File: config.mk
export PLATFORM = sky130hd
export DESIGN_NAME = bus_host_top
export DESIGN_NICKNAME = d
export VERILOG_FILES = /design/src/hdl/bus_host_pkg.sv /design/src/hdl/bus_host_top.sv /design/src/hdl/apb_swap_regbank.sv /design/src/hdl/apb_host_master.sv /design/src/hdl/request_fifo.sv
export VERILOG_INCLUDE_DIRS = /design/src /design/src/hdl
export SDC_FILE = /design/constraint.sdc
export NUM_CORES = 1
export LEC_CHECK = 0
export BUFFER_PORTS_ARGS = -buffer_cell sky130_fd_sc_hd__buf_4
export CORE_ASPECT_RATIO = 1.25
export CORE_MARGIN = 2
export CORE_UTILIZATION = 43
export DETAILED_ROUTE_END_ITERATION = 12
export SLEW_MARGIN = 20
export SYNTH_ARGS = -nofsm -noshare
export SYNTH_HDL_FRONTEND = slang
export SYNTH_SLANG_ARGS = --single-unit
File: constraint.sdc
create_clock -name clk -period 2.89 [get_ports clk]
set_input_delay 0.4335 -clock clk [delete_from_list [all_inputs] [get_ports clk]]
set_output_delay 0.4335 -clock clk [all_outputs]
set_load 0.01 [all_outputs]
File: src/hdl/bus_host_defines.svh
////////////////////
// Bus host build constants
// Slot count, request queue depth, completer wait states, slot reset base
////////////////////

`ifndef BUS_HOST_DEFINES_SVH
`define BUS_HOST_DEFINES_SVH

// Slots present in the register bank, so select 3 is out of range
`define BH_SLAVE_COUNT 3

// Pending request entries, must be a power of two
`define BH_FIFO_DEPTH 4

// Access cycles with PREADY low before completion, zero allowed
`define BH_WAIT_STATES 1

// Slot 0 reset word, each later slot adds 0x1000
`define BH_RESET_BASE 32'h89AB_CDEF

`endif
File: src/hdl/bus_host_pkg.sv
////////////////////
// Bus host shared types
////////////////////

package bus_host_pkg;

    // Bus data word
    typedef logic [31:0] data_t;

    // Slot select, also used as the APB address
    typedef logic [1:0] sel_t;

    // APB host master sequencing
    typedef enum logic [1:0] {
        IDLE,
        SETUP,
        ACCESS,
        RESPOND
    } host_state_t;

    // Completer wait-state tracking
    typedef enum logic {
        WAIT,
        READY
    } bank_state_t;

endpackage

File: src/hdl/bus_host_top.sv
////////////////////
// Bus host top
// Request FIFO feeding the APB host master and swap bank
////////////////////

`timescale 1ns/1ps

module bus_host_top (
    input  logic                clk,
    input  logic                rst,
    input  logic                req_valid,
    output logic                req_ready,
    input  bus_host_pkg::sel_t  req_sel,
    input  bus_host_pkg::data_t req_data,
    output logic                resp_valid,
    output bus_host_pkg::data_t resp_data,
    output logic                resp_err
);

    import bus_host_pkg::*;

    logic  push;
    logic  fifo_full;
    logic  fifo_empty;
    logic  fifo_pop;
    sel_t  fifo_sel;
    data_t fifo_data;

    // APB wires
    logic  psel;
    logic  penable;
    logic  pwrite;
    sel_t  paddr;
    data_t pwdata;
    data_t prdata;
    logic  pready;
    logic  pslverr;

    assign req_ready = ~fifo_full;   // Only back-pressure source
    assign push      = req_valid & req_ready;

    request_fifo u_fifo (
        .clk       (clk),
        .rst       (rst),
        .push      (push),
        .push_sel  (req_sel),
        .push_data (req_data),
        .pop       (fifo_pop),
        .head_sel  (fifo_sel),
        .head_data (fifo_data),
        .full      (fifo_full),
        .empty     (fifo_empty)
    );

    apb_host_master u_master (
        .clk        (clk),
        .rst        (rst),
        .fifo_empty (fifo_empty),
        .fifo_sel   (fifo_sel),
        .fifo_data  (fifo_data),
        .fifo_pop   (fifo_pop),
        .psel       (psel),
        .penable    (penable),
        .pwrite     (pwrite),
        .paddr      (paddr),
        .pwdata     (pwdata),
        .prdata     (prdata),
        .pready     (pready),
        .pslverr    (pslverr),
        .resp_valid (resp_valid),
        .resp_data  (resp_data),
        .resp_err   (resp_err)
    );

    apb_swap_regbank u_bank (
        .clk     (clk),
        .rst     (rst),
        .psel    (psel),
        .penable (penable),
        .pwrite  (pwrite),
        .paddr   (paddr),
        .pwdata  (pwdata),
        .prdata  (prdata),
        .pready  (pready),
        .pslverr (pslverr)
    );

endmodule

File: src/hdl/apb_swap_regbank.sv
////////////////////
// APB swap register bank
// Write returns the previous slot word, bad select errors out
////////////////////

`timescale 1ns/1ps

`include "bus_host_defines.svh"

module apb_swap_regbank (
    input  logic                clk,
    input  logic                rst,
    input  logic                psel,
    input  logic                penable,
    input  logic                pwrite,
    input  bus_host_pkg::sel_t  paddr,
    input  bus_host_pkg::data_t pwdata,
    output bus_host_pkg::data_t prdata,
    output logic                pready,
    output logic                pslverr
);

    import bus_host_pkg::*;

    localparam int NSLOT = `BH_SLAVE_COUNT;
    localparam int NWAIT = `BH_WAIT_STATES;
    localparam int CW    = (NWAIT > 0) ? $clog2(NWAIT + 1) : 1;

    data_t slots [NSLOT];

    bank_state_t     bank_state;
    logic [CW-1:0]   wait_cnt;   // Access cycles still to stall

    logic setup_ph;
    logic access_ph;
    logic sel_ok;
    logic xfer_done;

    assign setup_ph  = psel && !penable;
    assign access_ph = psel && penable;
    assign sel_ok    = (int'(paddr) < NSLOT);
    assign xfer_done = access_ph && pready;

    // Counter armed in SETUP, runs down through ACCESS
    always_ff @(posedge clk or posedge rst) begin
        if (rst) begin
            bank_state <= WAIT;
            wait_cnt   <= '0;
        end else if (setup_ph) begin
            bank_state <= (NWAIT == 0) ? READY : WAIT;
            wait_cnt   <= CW'(NWAIT);
        end else if (xfer_done) begin
            bank_state <= WAIT;
        end else if (access_ph && bank_state == WAIT) begin
            if (wait_cnt == CW'(1)) begin
                bank_state <= READY;
            end
            wait_cnt <= wait_cnt - 1'b1;
        end
    end

    assign pready  = access_ph && (bank_state == READY);
    assign prdata  = sel_ok ? slots[paddr] : '0;
    assign pslverr = pready && !sel_ok;

    // Slots reset to base plus index times 0x1000
    always_ff @(posedge clk or posedge rst) begin
        if (rst) begin
            for (int k = 0; k < NSLOT; k++) begin
                slots[k] <= data_t'(`BH_RESET_BASE + k * 32'h1000);
            end
        end else if (xfer_done && pwrite && sel_ok) begin
            slots[paddr] <= pwdata;
        end
    end

endmodule

File: src/hdl/apb_host_master.sv
////////////////////
// APB host master
// Replays queued requests as APB writes, one response pulse each
////////////////////

`timescale 1ns/1ps

module apb_host_master (
    input  logic                clk,
    input  logic                rst,
    // Request queue side
    input  logic                fifo_empty,
    input  bus_host_pkg::sel_t  fifo_sel,
    input  bus_host_pkg::data_t fifo_data,
    output logic                fifo_pop,
    // APB side
    output logic                psel,
    output logic                penable,
    output logic                pwrite,
    output bus_host_pkg::sel_t  paddr,
    output bus_host_pkg::data_t pwdata,
    input  bus_host_pkg::data_t prdata,
    input  logic                pready,
    input  logic                pslverr,
    // Response side
    output logic                resp_valid,
    output bus_host_pkg::data_t resp_data,
    output logic                resp_err
);

    import bus_host_pkg::*;

    host_state_t state;
    host_state_t state_nxt;

    sel_t  sel_q;     // Held through both phases
    data_t data_q;
    data_t rdata_q;
    logic  err_q;

    logic xfer_done;

    assign xfer_done = (state == ACCESS) && pready;

    always_comb begin
        state_nxt = state;
        case (state)
            IDLE: begin
                if (!fifo_empty) begin
                    state_nxt = SETUP;
                end
            end
            SETUP:   state_nxt = ACCESS;
            ACCESS: begin
                if (pready) begin
                    state_nxt = RESPOND;
                end
            end
            RESPOND: state_nxt = IDLE;
            default: state_nxt = IDLE;
        endcase
    end

    always_ff @(posedge clk or posedge rst) begin
        if (rst) begin
            state <= IDLE;
        end else begin
            state <= state_nxt;
        end
    end

    // Head entry taken as IDLE is left
    always_ff @(posedge clk) begin
        if (fifo_pop) begin
            sel_q  <= fifo_sel;
            data_q <= fifo_data;
        end
    end

    // Completion edge captures the old slot word
    always_ff @(posedge clk or posedge rst) begin
        if (rst) begin
            err_q <= 1'b0;
        end else if (xfer_done) begin
            err_q <= pslverr;
        end
    end

    always_ff @(posedge clk) begin
        if (xfer_done) begin
            rdata_q <= pslverr ? '0 : prdata;   // Zero word on error
        end
    end

    assign fifo_pop = (state == IDLE) && !fifo_empty;

    assign psel    = (state == SETUP) || (state == ACCESS);
    assign penable = (state == ACCESS);
    assign pwrite  = 1'b1;    // Every transfer is a swap write
    assign paddr   = sel_q;
    assign pwdata  = data_q;

    assign resp_valid = (state == RESPOND);
    assign resp_data  = rdata_q;
    assign resp_err   = err_q;

endmodule

File: src/hdl/request_fifo.sv
////////////////////
// Request FIFO
// Queues select and data pairs, head entry always visible
////////////////////

`timescale 1ns/1ps

`include "bus_host_defines.svh"

module request_fifo (
    input  logic                clk,
    input  logic                rst,
    input  logic                push,
    input  bus_host_pkg::sel_t  push_sel,
    input  bus_host_pkg::data_t push_data,
    input  logic                pop,
    output bus_host_pkg::sel_t  head_sel,
    output bus_host_pkg::data_t head_data,
    output logic                full,
    output logic                empty
);

    import bus_host_pkg::*;

    localparam int DEPTH = `BH_FIFO_DEPTH;
    localparam int AW    = $clog2(DEPTH);

    sel_t  sel_mem  [DEPTH];
    data_t data_mem [DEPTH];

    // Extra MSB tells a full ring from an empty one
    logic [AW:0] wr_ptr;
    logic [AW:0] rd_ptr;

    logic do_push;
    logic do_pop;

    assign do_push = push && !full;
    assign do_pop  = pop && !empty;

    assign empty = (wr_ptr == rd_ptr);
    assign full  = (wr_ptr[AW] != rd_ptr[AW]) &&
                   (wr_ptr[AW-1:0] == rd_ptr[AW-1:0]);

    assign head_sel  = sel_mem[rd_ptr[AW-1:0]];
    assign head_data = data_mem[rd_ptr[AW-1:0]];

    // Storage, written at the tail
    always_ff @(posedge clk) begin
        if (do_push) begin
            sel_mem[wr_ptr[AW-1:0]]  <= push_sel;
            data_mem[wr_ptr[AW-1:0]] <= push_data;
        end
    end

    always_ff @(posedge clk or posedge rst) begin
        if (rst) begin
            wr_ptr <= '0;
        end else if (do_push) begin
            wr_ptr <= wr_ptr + 1'b1;
        end
    end

    // Head advances on pop
    always_ff @(posedge clk or posedge rst) begin
        if (rst) begin
            rd_ptr <= '0;
        end else if (do_pop) begin
            rd_ptr <= rd_ptr + 1'b1;
        end
    end

endmodule

==> run_results.csv, run 1 <==
group,metric,value,unit
hold_path,hold_start,"req_data[18]",
yosys,synth_nets,673,
yosys,synth_edf_count,202,
cts,clk_pin_slew,0.06,ns
cells_and_area,area_delta_synth_final,17.0,%
place,hpwlAfterDp,13000,um
global_routing,grt_pass1_wl,33400,um
sta,layout_setup_ws,0.514,ns
pwr,cellLeakagePower,5.21,nW
yosys,synth_top_cells_by_count,"202 x edfxtp_1, 93 x mux2_2, 62 x dfstp_2",
die,rows,68,
place,place.port_buffers,71,
yosys,synthMuxAreaShare,18.5,%
yosys,yosysUniqueCellTypes,40,
yosys,synth_simple_gate_area_share,2.05,%
worst_setup_path,start_kind,"flop",
sta,setup_viol,0,
worst_setup_path,crit_required,2.46,ns
die,die_area,0.0293,mm^2
drt,drt_pass1_iterations,4,
place,place_area,0.0129,mm^2
yosys,syn_inst,625,
sta,fin_tns_setup,0,ns
yosys,ys_async_sr_fraction,34.6,%
yosys,synthFlopType,"edfxtp_1",
cts,clock_latency,0.54,ns
cells_and_area,fillCellCount,2224,
yosys,seq_area_frac_synth,73.3,%
global_routing,met2_usage,25.8,%
worst_setup_path,crit_path_end_kind,"output pin",
place,place.gp.congestion,0.715,
place,place_inst,1031,
sta,grt_setup_unrepaired,"false",
die,io_pins,72,
yosys,syn-cell-area,0.0120,mm^2
cts,numClockSinks,309,
yosys,yosysMostFrequentCell,"edfxtp_1",
yosys,synth-seq-cells,309,
cells_and_area,n_antenna_cell,0,
global_routing,grt_max_degree,57,
drt,routed_via_density,5.09,
pwr,irDropWorstVdd,568,uV
die,core,0.0276,mm^2
drt,wl,21100,um
cts,cts-buffers-inserted,30,
worst_setup_path,arrival,1.94,ns
run_status,status,"complete, no violations",
worst_setup_path,path_max_fanout,37,
cts,cts_root_buf,"clkbuf_16",
yosys,synthAdderAreaFrac,1.14,%
global_routing,grt_usage,14.5,%
worst_setup_path,reg2reg_depth,4,
die,die_y,191,um
drt,initialDrtViolationCount,250,
pwr,pwr-share-clk,26.7,%
sta,fin_crit_sh,82.2,%
yosys,netlist_top_cells_area,"edfxtp_1 50%, dfstp_2 14%, dfrtp_1 9.4%, mux2_2 8.7%, mux4_2 6.4%",
pwr,seqPwrFrac,48.1,%
cells_and_area,drive_gt1_share,46.2,%
yosys,synthXorXnorAreaFrac,0.947,%
worst_setup_path,r2r_end,"u_fifo.data_mem[0][8]",
run,maxCapViolCount,0,
cells_and_area,nets,762,
sta,holdWs,0.0953,ns
global_routing,grt_overflow,0,
pwr,finalPower,16.3,mW
sta,fin_skew,0.00607,ns
hold_path,hold_end,"u_fifo.data_mem[3][18]",
cells_and_area,design_area,0.0141,mm^2
cts,ctsLongestPathBuffers,3,
worst_setup_path,rrSetupSlack,0.81,ns
global_routing,antenna_found_initial,0,
hold_path,hold_depth,1,
sta,tightest_slew,0.612,ns
cts,h-tree-depth,1,
sta,clock.fmax,421,MHz
pwr,switchingPower,4.56,mW
drt,drcViolationCount,0,
yosys,avgSynthCellArea,19.2,um^2
pwr,power.density,1160,mW/mm^2
yosys,synth_compound_area_share,2.25,%
sta,fin_crit,2.38,ns
worst_setup_path,crit_type,"reg2out",
hold_path,hold_class,"in2reg",
yosys,yosysTopAreaCell,"edfxtp_1",
yosys,synth_top_area_share,50.4,%
sta,drv_slew,0,
pwr,combPwrFrac,25.2,%
pwr,sw_frac_of_total,28.0,%
die,start_util,43.6,%
cts,cts-resized-gates,0,
pwr,internal-power,11.7,mW
cells_and_area,final_core_util,51.1,%
die,die_x,154,um
sta,relSlewSlack,59.2,%
yosys,yosys_warnings,0,
global_routing,grt_pass1_vias,6048,
drt,num_vias,5533,
global_routing,grt_use_met3,2.20,%
place,dp_slack,0.785,ns
yosys,synth_top_family_by_area,"multiplexers",
drt,post_drt_wl_per_cell,19.4,um
cells_and_area,stdcell_count,1088,
worst_setup_path,r2r_start,"u_fifo.rd_ptr[0]",
sta,finalHoldViolations,0,
drt,antenna_left,0,
global_routing,busiest_layer,"met2",
cts,cts_tree,"built",
global_routing,grtUsageMet1,18.5,%
-- placed cells by master (no fill, tap or decap), drive strengths merged --
master / n
dfrtp: 45
mux2: 99
nor3b: 1
edfxtp: 202
nor2b: 2
or2: 1
xnor2: 7
a22o: 1
o31ai: 1
dfstp: 62
nand4b: 1
and2: 3
inv: 7
clkinv: 12
dlygate4sd3: 1
mux4: 34
a41oi: 1
clkbuf: 32
xor2: 3
buf: 86
a21oi: 2
ha: 11
nand2: 35
nor2: 1
mux2i: 32
nand3: 3
o31a: 1
clkinvlp: 4
bufinv: 9
o21ai: 34
nand4: 1
nor3: 1
o311ai: 2
a2bb2oi: 1
-- power by group through the flow --
stage | clock network, mW | registers (mW) | logic [mW]
2_1_floorplan | 0 | 7.59 | 3.16
3_3_place_gp | 0 | 7.81 | 4.07
3_5_place_dp | 0 | 7.94 | 4.21
4_1_cts | 4.44 | 7.85 | 4.23
5_1_grt | 4.60 | 8.03 | 4.50
6_report | 4.34 | 7.84 | 4.10
-- layer usage --
layer | wire, um | vias up | part of all wire, %
li1 | - | 2559 | -
met1 | 9120 | 2866 | 43
met2 | 10900 | 79 | 52
met3 | 677 | 29 | 3.2
met4 | 401 | 0 | 1.9
met5 | 0 | - | 0
-- worst max-delay path by stage --
stage / slack (ns) / from / endpoint / cells after the start
finish: 0.51 / u_fifo.rd_ptr[1] / req_ready / 4
CTS: 0.44 / u_fifo.rd_ptr[1] / req_ready / 4
floorplan: 0.63 / u_fifo.rd_ptr[0] / u_fifo.data_mem[2][0] / 4
global route: 0.37 / u_fifo.rd_ptr[1] / req_ready / 4
detailed placement: 0.79 / u_fifo.rd_ptr[0] / u_fifo.data_mem[0][14] / 4
global placement: 0.83 / u_fifo.rd_ptr[0] / u_fifo.data_mem[1][19] / 4
-- final cells by class --
| cell class | instances | area, um^2 | share of cell area (%) |
|---|---|---|---|
| Timing Repair Buffer | 87 | 668 | 4.75 |
| Clock buffer | 32 | 779 | 5.54 |
| Sequential cell | 309 | 8820 | 62.7 |
| Tap cell | 350 | 438 | 3.11 |
| Multi-Input combinational cell | 278 | 2990 | 21.2 |
| Inverter | 8 | 33.8 | 0.240 |
| Clock inverter | 24 | 347 | 2.46 |
-- critical path, stage by stage (launching register included) --
cell	delay [ns]
dfrtp_1	0.44
buf_4	0.47
xnor2_1	0.23
nand3_1	0.10
buf_4	0.16
-- flip-flops by register name, indices dropped and copies added (netlist names) --
| signal | flops |
|---|---|
| u_bank.bank_state | 1 |
| u_fifo.data_mem | 128 |
| u_fifo.rd_ptr | 3 |
| u_master.resp_err | 1 |
| u_master.paddr | 2 |
| u_master.state | 2 |
| u_fifo.wr_ptr | 3 |
| u_bank.slots | 96 |
| u_master.resp_data | 32 |
| u_bank.wait_cnt | 1 |
| u_master.pwdata | 32 |
| u_fifo.sel_mem | 8 |
-- logic make-up after synthesis --
group | Yosys count
flip-flops | 309
multiplexers | 165
AND/OR/NAND/NOR | 49
AO/OA/AOI/OAI | 43
buffers and inverters | 38
adder cells (fa/ha/maj) | 11
XOR/XNOR | 10
-- timing repair --
action | 4_1_cts | 5_1_grt
hold endpoints to repair | 16 | 0
endpoints found under the setup margin | 0 | 0
setup buffers | 0 | 0
hold buffers | 1 | 0
Power figures use the tool's default switching activity.
==> run 2, diff against run 1 <==
clock period = 2.1 ns   (was 2.89 ns; I/O delays follow)
==> run 2 against run 1 <==
Against the previous run: total power grew 35%; global-route usage is essentially flat; sequential power grew 36%; wire length shrank 0.63%; register-to-register slack lost 0.62 ns; critical path depth shrank 1; design area grew 2.9%; non-clock buffer count grew 44; largest power group unchanged.
==> run_results.csv, run 2 (synthesized netlist as in run 1, its figures left out) <==
group,metric,value,unit
place,place_inst,1038,
drt,num_vias,5658,
global_routing,grt_max_degree,38,
sta,grt_setup_unrepaired,"false",
cells_and_area,drive_gt1_share,44.9,%
place,place.port_buffers,71,
global_routing,grt_pass1_wl,33600,um
place,place.gp.congestion,0.745,
sta,clock.fmax,505,MHz
die,core,0.0276,mm^2
hold_path,hold_class,"in2reg",
die,start_util,43.6,%
worst_setup_path,crit_path_end_kind,"output pin",
cells_and_area,largest_reg_flops,128,
drt,initialDrtViolationCount,346,
cts,clk_pin_slew,0.06,ns
worst_setup_path,crit_chain,"xnor2_1 > nand3_1 > buf_4",
cts,clock_latency,0.53,ns
worst_setup_path,arrival,1.67,ns
die,rows,68,
sta,fin_crit,1.98,ns
global_routing,grt_overflow,0,
cells_and_area,final_cell_mix,"202 x edfxtp_1, 93 x mux2_2, 82 x buf_4",
run_status,status,"complete, no violations",
cts,h-tree-depth,1,
cells_and_area,final_core_util,52.6,%
sta,drv_slew,0,
cts,cts-buffers-inserted,28,
sta,tightest_slew,0.646,ns
pwr,cellLeakagePower,5.37,nW
die,die_x,154,um
global_routing,grt_usage,14.5,%
worst_setup_path,start_kind,"flop",
worst_setup_path,slowest_delay,0.50,ns
die,io_pins,72,
sta,setup_viol,0,
worst_setup_path,cpLargestDelayFamily,"flip-flops",
worst_setup_path,rrSetupSlack,0.19,ns
drt,antenna_left,0,
sta,finalHoldViolations,0,
sta,fin_tns_setup,0,ns
cells_and_area,nets,804,
worst_setup_path,crit_required,1.78,ns
cells_and_area,fillCellCount,2244,
worst_setup_path,path_max_fanout,6,
run,maxCapViolCount,0,
drt,wl,21000,um
worst_setup_path,critPathSlowestCell,"dfrtp_1",
cells_and_area,layout_commonest_cell,"edfxtp_1",
worst_setup_path,crit_type,"reg2out",
cells_and_area,stdcell_count,1127,
cts,ctsLongestPathBuffers,3,
worst_setup_path,crit_buf_inv,1,
drt,post_drt_wl_per_cell,18.6,um
sta,relSlewSlack,56.8,%
drt,drcViolationCount,0,
cells_and_area,area_delta_synth_final,20.5,%
cells_and_area,n_antenna_cell,0,
die,die_area,0.0293,mm^2
sta,fin_skew,0.0103,ns
cts,numClockSinks,309,
drt,drt_pass1_iterations,4,
sta,fin_crit_sh,94.4,%
global_routing,grt_pass1_vias,6078,
global_routing,antenna_found_initial,0,
cts,cts_tree,"built",
pwr,power.density,1520,mW/mm^2
die,die_y,191,um
drt,routed_via_density,5.02,
cts,cts_root_buf,"clkbuf_16",
place,hpwlAfterDp,13100,um
pwr,irDropWorstVdd,659,uV
-- run 2: cell count changes in the layout (fill, tap and decap cells not counted), sizes merged --
| cell | change |
|---|---|
| buf | +9 |
| clkinv | -2 |
| clkinvlp | +1 |
| bufinv | -5 |
| clkbuf | +2 |
| dlygate4sd3 | +34 |
-- run 2: final timing paths --
path,startpoint,end,depth (start not counted)
worst min register to register,u_master.resp_err,u_master.resp_err,2
worst min-delay path,req_valid,u_fifo.wr_ptr[2],3
min in group asynchronous,rst,u_bank.slots[61],3
worst max-delay path,u_fifo.wr_ptr[1],req_ready,3
worst max register to register,u_master.state[0],u_bank.slots[77],6
max in group asynchronous,rst,u_bank.slots[43],4
-- run 2: area by class of cell --
class	count	area [um^2]	area share, %
Multi-Input combinational cell	278	3000	20.7
Sequential cell	309	8820	60.9
Clock inverter	18	195	1.35
Timing Repair Buffer	131	1260	8.69
Inverter	8	33.8	0.233
Clock buffer	33	741	5.11
Tap cell	350	438	3.02
-- run 2: routing by layer --
layer | up-vias | global-route usage [%] | routed length, um
met5 | - | 0 | 0
met1 | 2910 | 19.2 | 9180
met3 | 23 | 2.18 | 678
li1 | 2639 | - | -
met2 | 86 | 25.4 | 10800
met4 | 0 | 3.42 | 294
-- run 2: report_power, final --
| part | total, mW | internal, mW | switching [mW] |
|---|---|---|---|
| Sequential | 10.7 | 9.57 | 1.13 |
| Combinational | 6.20 | 3.13 | 3.07 |
| Clock | 5.10 | 3.01 | 2.10 |
-- run 2: through the flow --
step | instance area (um^2) | setup WS, ns | hold slack, ns | total power [mW]
final | 14500 | 0.118 | 0.128 | 22.0
after global routing | 14500 | 0.0449 | 0.116 | 23.3
after CTS | 14400 | 0.00782 | 0.114 | 22.2
after detailed placement | 13100 | 0.209 | 0.444 | 17.0
after global placement | 13100 | 0.260 | 0.450 | 16.6
after floorplan | 12000 | 0.0508 | 0.414 | 14.8
-- run 2: what timing repair did --
item                                    4_1_cts  5_1_grt
hold buffers                                 35        0
gates cloned                                  0        1
endpoints found under the setup margin        1        1
resized for setup                             1        1
endpoints found under the hold margin       146        0
pin swaps                                     0        0
buffers inserted                              0        2
-- run 2: worst reg2reg max path, delay by kind of cell (launching register included) --
family | cells | cell delay (ns)
and+or+nand+nor | 2 | 0.29
DFF | 1 | 0.42
muxes | 1 | 0.39
buffers and inverters | 2 | 0.39
adders and majority gates | 1 | 0.29
==> run 3, diff against run 2 <==
CORE_UTILIZATION = 40   (was 43)
CTS_BUF_LIST = sky130_fd_sc_hd__clkbuf_8   (was not set)
==> run 3 against run 2 <==
Against the previous run: global-route usage down 1.0 points; sequential power barely moved; cell count increased by 7.2%; largest power group unchanged; highest routed layer unchanged.
==> run_results.csv, run 3 (synthesized netlist as in run 1, its figures left out) <==
group,metric,value,unit
run_status,status,"complete, no violations",
global_routing,grt_usage,13.5,%
worst_setup_path,path_max_fanout,34,
cells_and_area,drive_gt1_share,44.6,%
sta,clock.fmax,502,MHz
place,place.gp.congestion,0.741,
worst_setup_path,reg2reg_depth,5,
worst_setup_path,r2r_start,"u_fifo.wr_ptr[1]",
cells_and_area,layout_commonest_cell,"edfxtp_1",
drt,antenna_left,0,
pwr,switchingPower,6.41,mW
die,die_y,198,um
pwr,combPwrFrac,29.9,%
pwr,irDropWorstVdd,749,uV
pwr,pwr-share-clk,19.7,%
cells_and_area,nets,820,
sta,finalHoldViolations,0,
pwr,internal-power,14.9,mW
worst_setup_path,critPathSlowestCell,"dfrtp_1",
place,hpwlAfterDp,13300,um
cts,numClockSinks,309,
cells_and_area,final_core_util,48.3,%
cts,h-tree-depth,2,
worst_setup_path,start_kind,"flop",
worst_setup_path,crit_chain,"buf_4 > ha_1 > o311ai_2 > inv_1 > buf_4",
cts,cts_tree,"built",
place,place.port_buffers,71,
worst_setup_path,rrSetupSlack,0.11,ns
sta,grt_setup_unrepaired,"false",
worst_setup_path,cp_common_cell,"buf_4",
global_routing,grt_pass1_vias,6212,
global_routing,grt_pass1_wl,33300,um
die,die_area,0.0315,mm^2
drt,wl,21200,um
drt,initialDrtViolationCount,202,
worst_setup_path,r2r_end,"u_fifo.data_mem[3][18]",
sta,setup_viol,0,
run,maxCapViolCount,0,
sta,relSlewSlack,58.7,%
cts,clk_pin_slew,0.06,ns
pwr,power.density,1480,mW/mm^2
cells_and_area,area_delta_synth_final,19.8,%
worst_setup_path,crit_type,"reg2reg",
worst_setup_path,cpLargestDelayFamily,"buffers and inverters",
sta,tightest_slew,0.619,ns
worst_setup_path,crit_required,2.29,ns
cts,cts-buffers-inserted,44,
hold_path,hold_class,"in2reg",
worst_setup_path,slowest_delay,0.56,ns
hold_path,hold_start,"req_valid",
die,die_x,159,um
global_routing,grt_overflow,0,
drt,routed_via_density,4.75,
global_routing,antenna_found_initial,0,
drt,num_vias,5732,
sta,fin_crit_sh,94.9,%
die,start_util,40.3,%
die,io_pins,72,
sta,drv_slew,0,
cells_and_area,n_antenna_cell,0,
pwr,sw_frac_of_total,30.1,%
worst_setup_path,arrival,2.19,ns
drt,post_drt_wl_per_cell,17.5,um
worst_setup_path,crit_path_end_kind,"flop",
worst_setup_path,crit_buf_inv,3,
cts,cts_root_buf,"clkbuf_8",
die,rows,71,
sta,fin_skew,0.0182,ns
drt,drcViolationCount,0,
cells_and_area,largest_reg_flops,128,
cells_and_area,final_cell_mix,"202 x edfxtp_1, 93 x mux2_2, 85 x buf_4",
sta,fin_crit,1.99,ns
sta,fin_tns_setup,0,ns
global_routing,grt_max_degree,42,
cts,clock_latency,0.56,ns
pwr,seqPwrFrac,50.4,%
hold_path,hold_depth,3,
die,core,0.0298,mm^2
hold_path,hold_end,"u_fifo.wr_ptr[2]",
cts,ctsLongestPathBuffers,3,
pwr,cellLeakagePower,5.39,nW
drt,drt_pass1_iterations,6,
-- run 3: cell count changes in the layout (fill, tap and decap cells not counted), sizes merged --
| cell | before | now |
|---|---|---|
| buf | 95 | 94 |
| bufinv | 4 | 0 |
| clkbuf | 34 | 48 |
| clkinv | 10 | 15 |
| clkinvlp | 5 | 2 |
| inv | 7 | 26 |
-- run 3: power by group through the flow --
stage | clock network [mW] | logic [mW] | registers, mW
4_1_cts | 4.34 | 6.28 | 10.7
5_1_grt | 4.59 | 6.92 | 11.0
6_report | 4.19 | 6.36 | 10.7
2_1_floorplan | 0 | 4.36 | 10.4
3_3_place_gp | 0 | 5.92 | 10.7
3_5_place_dp | 0 | 6.13 | 10.8
-- run 3: final cells by class --
type | count | area [um^2]
clock buffer | 46 | 633
clock inverter | 35 | 153
tap | 401 | 502
inverter | 8 | 33.8
sequential | 309 | 8820
timing repair buffer | 131 | 1230
multi-input combinational | 278 | 3030
fill | 2555 | 15400
-- run 3: worst max path at each step --
stage / depth (start not counted) / endpoint / slack [ns] / start
after floorplan: 4 / u_fifo.data_mem[3][0] / 0.05 / u_fifo.rd_ptr[0]
after global placement: 3 / u_fifo.data_mem[1][17] / 0.09 / u_fifo.rd_ptr[2]
after detailed placement: 3 / u_fifo.data_mem[1][17] / 0.04 / u_fifo.rd_ptr[2]
after CTS: 3 / u_fifo.data_mem[2][29] / 0.0008 / u_fifo.rd_ptr[2]
after global routing: 3 / req_ready / 0.005 / u_fifo.rd_ptr[2]
final: 5 / u_fifo.data_mem[3][18] / 0.11 / u_fifo.wr_ptr[1]
-- run 3: per-layer routing --
layer	vias up	global-route usage (%)	share of wire (%)
met5	-	0	0
met4	0	4.92	2.0
met3	32	2.64	3.7
met2	105	23.6	51
met1	2911	16.7	44
li1	2684	-	-
-- run 3: what timing repair did --
item	4_1_cts	5_1_grt
cloned	0	2
hold endpoints to repair	144	0
endpoints found under the setup margin	29	69
resized for setup	8	4
hold buffers	35	0
pin swaps	0	0
buffers inserted	0	2
-- run 3: metrics by stage --
step | setup WS [ns] | std cells | total power, mW | hold WS [ns] | cell area [um^2]
finish | 0.107 | 1208 | 21.3 | 0.0919 | 14400
detailed placement | 0.0358 | 1088 | 17.0 | 0.427 | 13100
floorplan | 0.0508 | 625 | 14.8 | 0.414 | 12000
global placement | 0.0923 | 1088 | 16.6 | 0.425 | 13100
global route | 0.00496 | 1208 | 22.5 | 0.0767 | 14400
CTS | 0.000768 | 1204 | 21.4 | 0.0547 | 14300
-- run 3: worst register-to-register path: stages (launching register included) --
cell and delay (ns):
dfrtp_1 0.56, buf_4 0.20, ha_1 0.18, o311ai_2 0.13, inv_1 0.10, buf_4 0.44
